**config.mk**
```make
export PLATFORM = sky130hd
export DESIGN_NAME = ldqChkStage
export DESIGN_NICKNAME = d
export VERILOG_FILES = /design/src/design/ldqPkg.sv /design/src/design/ldqChkStage.sv
export SDC_FILE = /design/constraint.sdc
export NUM_CORES = 1
export LEC_CHECK = 0
export CORE_AREA = 2 2 174 176
export DETAILED_ROUTE_END_ITERATION = 10
export DIE_AREA = 0 0 176 178
export DONT_BUFFER_PORTS = 1
export SYNTH_ARGS = -nofsm -noshare
export SYNTH_HDL_FRONTEND = slang
export SYNTH_SLANG_ARGS = --single-unit
```
**constraint.sdc**
```tcl
create_clock -name clk -period 12.1 [get_ports clk]
set_input_delay 0.605 -clock clk [delete_from_list [all_inputs] [get_ports clk]]
set_output_delay 0.605 -clock clk [all_outputs]
set_load 0.01 [all_outputs]
```
**src/design/ldqPkg.sv**
```systemverilog
package ldqPkg;

  // line address without the low 8 bits of the physical address
  localparam int LINE_W = 36;
  localparam int BANK_W = 32;
  localparam int BLOW_W = 4;
  localparam int II_W = 10;

  // store check ports
  localparam int CHK_N = 2;

  typedef struct packed {
    logic [LINE_W-1:0] addrE;
    logic [LINE_W-1:0] addrO;
    // banks 0..15 low half, 16..31 high half
    logic [BANK_W-1:0] banks;
    logic [BLOW_W-1:0] bankLow;
    logic isOH;
    logic isEH;
    logic isOL;
    logic isEL;
  } ldAddrT;

  typedef struct packed {
    ldAddrT addr;
    logic [II_W-1:0] ii;
    logic thread;
  } ldNewT;

  typedef struct packed {
    ldAddrT addr;
    logic en;
  } chkT;

endpackage

```
**src/design/ldqChkStage.sv**
```systemverilog
`timescale 1ns/10ps

module ldqChkStage (
  input logic clk,
  input logic rst,
  input logic aStall,
  input ldqPkg::chkT [ldqPkg::CHK_N-1:0] chk,
  output ldqPkg::chkT [ldqPkg::CHK_N-1:0] chkReg
);

  // one cycle between the store ports and the compare
  always_ff @(posedge clk) begin
    if (rst) begin
      for (int k = 0; k < ldqPkg::CHK_N; k++) begin
        chkReg[k].en <= 1'b0;
      end
    end else if (!aStall) begin
      chkReg <= chk;
    end
  end

endmodule

```
# Word level (Yosys, flattened, before mapping)
# Cells that the tools add are included.
totals:
  ff_bits: 226
  latch_bits: 0
  ramBits: 0
  mem_bits_ro: 0
  input_bits: 229
  out_inout_bits: 226
  wordCells: 21
  mem_count: 0
classes:
  add_sub_neg: 0
  multipliers: 0
  div_mod_pow: 0
  magnitude_cmp: 0
  n_eq_ne: 0
  n_shift: 0
  mux: 0
  n_bitwise: 2
  reduce_logical: 1
ops:
  columns: ["operator", "count"]
  rows:
  - ["$not 1->1", 2]
  - ["$reduce_and 2->1", 1]

# Depth between registers and ports, before layout
# Gate-level depths: netlist of run 1.
depth:
  word_depth: 2
  depth_mapped: 2
  mapped_depth_nobuf: 2

# Worst setup path before layout of run 1
# No wires, ideal clock.
synth_path:
  path_kind: "input to register"
  start: "input rst"
  end: "register chkReg[100] (netlist bit), enable pin"
  setup_ns: 0.815
  arrival_ns: 9.898
  setup_slack_ns: 1.387
  cell_stages: 1
  path_buffers: 0
  cell_sequence: "nor2_1"
synth_between:
  elab_chain_len: 2
synth_lines:
  columns: ["element", "line", "source"]
  rows:
  - ["from (decl)", "ldqChkStage.sv:5", "input logic rst,"]
  - ["$not 1->1 (no line)", null, null]
  - ["$reduce_and 2->1 (no line)", null, null]
  - ["to (signal assigned)", "ldqChkStage.sv:18", "chkReg <= chk;"]
  - ["to (decl)", "ldqChkStage.sv:8", "output ldqPkg::chkT [ldqPkg::CHK_N-1:0] chkReg"]
# No other way between the ends.
# A chain may end at the register's enable or synchronous reset.

# Final worst setup path of run 1
layout_path:
  start: "input aStall"
  end: "register chkReg[35] (netlist bit), enable pin"
layout_between:
  elab_chain_len: 2
layout_lines:
  columns: ["element", "line", "source"]
  rows:
  - ["from (decl)", "ldqChkStage.sv:6", "input logic aStall,"]
  - ["$not 1->1 (no line)", null, null]
  - ["$reduce_and 2->1 (no line)", null, null]
# No other way between the ends.

==> out/results.ini, run 1 <==
[drt]
viasPerCell=3.78
drc=0
vias=2542
wl_per_cell_microns=26.4
ant_nets=0
drt_iter0_markers=186
firstDrtPassIters=4
drt-total-wl_microns=17800

[clock_tree]
clk_latency_ps=510
clk_path_buf_depth=3
ctsResizeCount=0
holdBufCountCts=0
clock_sinks=226
numCtsBuffers=24
cts_tree=built
cts-root-buf=clkbuf_16
postCtsSetupRepairBufs=0
clk_pin_slew_ps=60
htree_levels=1

[cells_and_area]
area_growth_pct=20.0
largestRegisters=chkReg (226)
largest_reg_flops=226
nets=489
layout-drive-gt1-share_pct=15.1
largest_register=chkReg

[timing]
slew_headroom_pct=35.3
period_minus_slack_ps=2210
setup_slack_ps=9890
drv_slew=0
worst_slew_pin_slew_ps=970
finalHoldViolations=0
setup_viol=0
tns_ps=0
rsz0062_at_grt=false
fmax_mhz=452
min_period_over_period_pct=18.3
fin_skew_ps=0

[synth]
yosysWarnings=0
ys_seq_elements=226
synthDistinctLibCells=4
ys_async_sr_fraction_pct=0
synthMostInstantiatedCell=edfxtp_1
synth_edf_count=224
syn_nets=460
netlist.top_cell.by_area=edfxtp_1
yosys-top-cells-area=edfxtp_1 (99%), dfxtp_1 (0.59%), mux2i_1 (0.29%), nor2_1 (0.17%)
ys_top_cells_by_count=edfxtp_1 (224), nor2_1 (3), dfxtp_1 (2), mux2i_1 (2)
avgSynthCellArea_sq_um=29.4
synthCells=231
synth_top_area_share_pct=99.0
syn_area_sq_mm=0.00680
synthFlopType=edfxtp_1
ys_seq_area_share_pct=99.5

[setup_path]
cpMostUsedCell=buf_4
cp_top_family=buffers and inverters
cp.buffers_inverters=2
required_ps=12230
cpMaxStageDelayCell=buf_4
arrival_ps=2340
crit_chain=nor2_4, buf_4, buf_4
worstPathMaxFanout=80
cp-start-kind=primary input
cp-end-kind=register
slowest_delay_ps=860
crit_type=primary input to register

[grt]
grt_max_degree=81
grt_pass1_vias=2574
grt_pass1_wl_microns=22100
gr-total-overflow=0
use_met1_pct=9.88
track_usage_pct=10.3
antenna_found_initial=14
global_route.usage.met3_pct=7.44
use_met2_pct=17.3
grt.busiest_layer=met2

[floorplanning]
initial_core_util_pct=23.1
ios=455
dieArea_sq_mm=0.0313
rows=63
die_w_microns=176
dieHeight_microns=178
coreArea_sq_mm=0.0294

[power]
p_per_area_mw_per_mm2=215
p_leak_nw=2.56
max-vdd-ir-drop_uv=95.1

[placed_design]
port_buffers=0
gp_congestion=0.802
hpwlAfterDp_microns=13800
dpl_worst_slack_ps=9360

[job]
max_cap_violations=0

[outcome]
status=complete, no violations

[min_path]
min_path_type=primary input to register

## worst paths after layout
| kind | from | cells past startpoint | slack, ps | to |
|---|---|---|---|---|
| worst max-delay path | aStall | 3 | 9890 | chkReg[35]$_DFFE_PP_ |
| worst min-delay path | rst | 1 | 160 | chkReg[113]$_SDFFE_PP0N_ |
| worst max register to register | chkReg[0]$_SDFFE_PP0N_ | 2 | 11370 | chkReg[0]$_SDFFE_PP0N_ |
| worst min register to register | chkReg[113]$_SDFFE_PP0N_ | 2 | 610 | chkReg[113]$_SDFFE_PP0N_ |
## layer usage
metal,up-vias,share of wire (%)
met3,44,16
met4,12,2.4
met2,277,50
met1,1201,31
met5,-,0.45
li1,1008,-
## layout by cell type (no fill, tap or decap)
master,n
buf_4,3
bufinv_16,4
clkbuf_1,2
clkbuf_16,25
clkinv_1,4
clkinv_2,4
clkinv_4,3
clkinvlp_4,1
dfxtp_1,2
diode_2,5
edfxtp_1,224
inv_6,1
mux2i_1,2
nor2_1,2
nor2_4,1
## report_power, final
part / internal, mW / leakage, nW / switching, mW
Clock: 0.463 / 0.406 / 0.297
Sequential: 0.924 / 2.12 / 0.0524
Combinational: 0.00116 / 0.0336 / 0.0140
## through the flow
step	area, sq um	instances	hold slack, ps	power (mW)	util, %
2_1_floorplan	6800	231	535	1.00	-
3_3_place_gp	7320	624	606	1.01	24.9
3_5_place_dp	7320	624	605	1.01	24.9
4_1_cts	8150	668	127	1.78	27.7
5_1_grt	8150	669	135	1.81	27.7
6_report	8160	673	162	1.75	27.8
## kinds of logic after synthesis
family | count (synthesis) | share of synthesized area [%]
muxes | 2 | 0.295
and+or+nand+nor | 3 | 0.166
DFF | 226 | 99.5
## final cells by class
type	instances	area, sq um
Multi-Input combinational cell	5	38.8
Sequential cell	226	6770
Antenna cell	5	12.5
Clock inverter	17	198
Timing Repair Buffer	3	22.5
Clock buffer	27	633
Tap cell	390	488
Fill cell	2835	21200
Note: power is estimated with default switching activity, not from simulation.
==> inputs of run 2 (changes only) <==
--- a/config.mk
+++ b/config.mk
@@ -5,9 +5,10 @@
 export SDC_FILE = /design/constraint.sdc
 export NUM_CORES = 1
 export LEC_CHECK = 0
-export CORE_AREA = 2 2 174 176
+export ABC_AREA = 1
+export CORE_AREA = 2 2 177 179
 export DETAILED_ROUTE_END_ITERATION = 10
-export DIE_AREA = 0 0 176 178
+export DIE_AREA = 0 0 179 181
 export DONT_BUFFER_PORTS = 1
 export SYNTH_ARGS = -nofsm -noshare
 export SYNTH_HDL_FRONTEND = slang
==> constraint.sdc (replaced) <==
create_clock -name clk -period 1.8 [get_ports clk]
set_input_delay 0.09 -clock clk [delete_from_list [all_inputs] [get_ports clk]]
set_output_delay 0.09 -clock clk [all_outputs]
set_load 0.01 [all_outputs]
==> run 2 against run 1 <==
  * The run now fails in clock tree synthesis
  * Synthesized cell count increased by 3.0%
  * Synthesized area increased by 0.20%
==> out/results.ini, run 2 <==
[outcome]
error=[ERROR RSZ-0060] Max buffer count reached.
haltStage=clock tree synthesis
status=did not finish  ; was complete, no violations

[clock_tree]
ctsResizeCount=0  ; unchanged
numCtsBuffers=25  ; was 24
postCtsSetupRepairBufs=0  ; unchanged
cts-root-buf=clkbuf_16  ; unchanged
clock_sinks=226  ; unchanged
clk_path_buf_depth=3  ; unchanged
htree_levels=1  ; unchanged
holdBufCountCts=137  ; was 0

[synth]
netlist.top_cell.by_area=edfxtp_1  ; unchanged
syn_nets=467  ; was 460
synthCells=238  ; was 231
yosys-top-cells-area=edfxtp_1 (99%), dfxtp_1 (0.59%), nor2_1 (0.28%), nand2_1 (0.22%), inv_1 (0.17%)  ; was edfxtp_1 (99%), dfxtp_1 (0.59%), mux2i_1 (0.29%), nor2_1 (0.17%)
synth_edf_count=224  ; unchanged
ys_async_sr_fraction_pct=0  ; unchanged
ys_top_cells_by_count=edfxtp_1 (224), nor2_1 (5), nand2_1 (4), inv_1 (3), dfxtp_1 (2)  ; was edfxtp_1 (224), nor2_1 (3), dfxtp_1 (2), mux2i_1 (2)
avgSynthCellArea_sq_um=28.6  ; was 29.4 sq um
ys_seq_elements=226  ; unchanged
synthMostInstantiatedCell=edfxtp_1  ; unchanged
synthFlopType=edfxtp_1  ; unchanged
yosysWarnings=0  ; unchanged
ys_seq_area_share_pct=99.3  ; was 99.5%
synthDistinctLibCells=5  ; was 4
syn_area_sq_mm=0.00681  ; was 0.00680 sq mm
synth_top_area_share_pct=98.8  ; was 99.0%

[placed_design]
placed_cell_area_sq_mm=0.00739  ; was 0.00732 sq mm
hpwlAfterDp_microns=13500  ; was 13800 microns
gp_congestion=0.765  ; was 0.802
port_buffers=0  ; unchanged

[floorplanning]
die_w_microns=179  ; was 176 microns
initial_core_util_pct=22.4  ; was 23.1%
dieHeight_microns=181  ; was 178 microns
ios=455  ; unchanged
rows=64  ; was 63

==> run 2: cell count changes after synthesis <==
cell / before / now
inv_1: 0 / 3
mux2i_1: 2 / 0
nand2_1: 0 / 4
nor2_1: 3 / 5
==> run 2: cells by family after synthesis <==
| logic type | count (synthesis) | synth area share [%] |
|---|---|---|
| DFF | 226 | 99.3 |
| buffers and inverters | 3 | 0.165 |
| and+or+nand+nor | 9 | 0.496 |
==> run 2: through the flow <==
| step | std cells | TNS [ps] | util, % | setup slack (ps) | hold WS (ps) |
|---|---|---|---|---|---|
| floorplan | 238 | -450540 | - | -2010 | 189 |
| global placement | 638 | 0 | 24.4 | 674 | 189 |
| detailed placement | 638 | 0 | 24.4 | 614 | 189 |
==> inputs of run 3 (changes only) <==
--- a/config.mk
+++ b/config.mk
@@ -6,10 +6,11 @@
 export NUM_CORES = 1
 export LEC_CHECK = 0
 export ABC_AREA = 1
-export CORE_AREA = 2 2 177 179
+export CORE_AREA = 2 2 179 181
 export DETAILED_ROUTE_END_ITERATION = 10
-export DIE_AREA = 0 0 179 181
+export DIE_AREA = 0 0 181 183
 export DONT_BUFFER_PORTS = 1
+export PLACE_DENSITY_LB_ADDON = 0.15
 export SYNTH_ARGS = -nofsm -noshare
 export SYNTH_HDL_FRONTEND = slang
 export SYNTH_SLANG_ARGS = --single-unit
==> constraint.sdc (replaced) <==
create_clock -name clk -period 2.3 [get_ports clk]
set_input_delay 0.115 -clock clk [delete_from_list [all_inputs] [get_ports clk]]
set_output_delay 0.115 -clock clk [all_outputs]
set_load 0.01 [all_outputs]
==> run 3 against run 2 <==
  * The run again fails in clock tree synthesis
  * Synthesized area unchanged
  * Synthesized cell count did not move
==> out/results.ini, run 3 <==
[synth]
netlist.top_cell.by_area=edfxtp_1  ; unchanged
synthFlopType=edfxtp_1  ; unchanged
yosys-top-cells-area=edfxtp_1 (99%), dfxtp_1 (0.59%), nor2_1 (0.28%), nand2_1 (0.22%), inv_1 (0.17%)  ; unchanged
synth_edf_count=224  ; unchanged
avgSynthCellArea_sq_um=28.6  ; unchanged
yosysWarnings=0  ; unchanged
syn_area_sq_mm=0.00681  ; unchanged
ys_seq_elements=226  ; unchanged
syn_nets=467  ; unchanged
ys_async_sr_fraction_pct=0  ; unchanged
synth_top_area_share_pct=98.8  ; unchanged
ys_top_cells_by_count=edfxtp_1 (224), nor2_1 (5), nand2_1 (4), inv_1 (3), dfxtp_1 (2)  ; unchanged
synthMostInstantiatedCell=edfxtp_1  ; unchanged
synthCells=238  ; unchanged
synthDistinctLibCells=5  ; unchanged
ys_seq_area_share_pct=99.3  ; unchanged

[placed_design]
placed_cell_area_sq_mm=0.00740  ; was 0.00739 sq mm
dpl_worst_slack_ps=1060  ; was 614 ps
port_buffers=0  ; unchanged
gp_congestion=0.793  ; was 0.765

[floorplanning]
rows=65  ; was 64
dieHeight_microns=183  ; was 181 microns
initial_core_util_pct=21.8  ; was 22.4%
die_w_microns=181  ; was 179 microns
ios=455  ; unchanged

[clock_tree]
clock_sinks=226  ; unchanged
holdBufCountCts=138  ; was 137
clk_path_buf_depth=3  ; unchanged
numCtsBuffers=24  ; was 25
ctsResizeCount=0  ; unchanged
cts-root-buf=clkbuf_16  ; unchanged
htree_levels=1  ; unchanged
postCtsSetupRepairBufs=0  ; unchanged

[outcome]
haltStage=clock tree synthesis  ; unchanged
status=did not finish  ; unchanged
error=[ERROR RSZ-0060] Max buffer count reached.  ; unchanged

run 3: cell counts after synthesis:
Identical to the previous run, type by type.
run 3: logic make-up after synthesis:
family        synth area share [%]
flops                         99.3
buf+inv                      0.165
simple gates                 0.496
run 3: through the flow:
stage | cells | setup TNS [ps]
3_5_place_dp | 645 | 0
3_3_place_gp | 645 | 0
2_1_floorplan | 238 | -344140
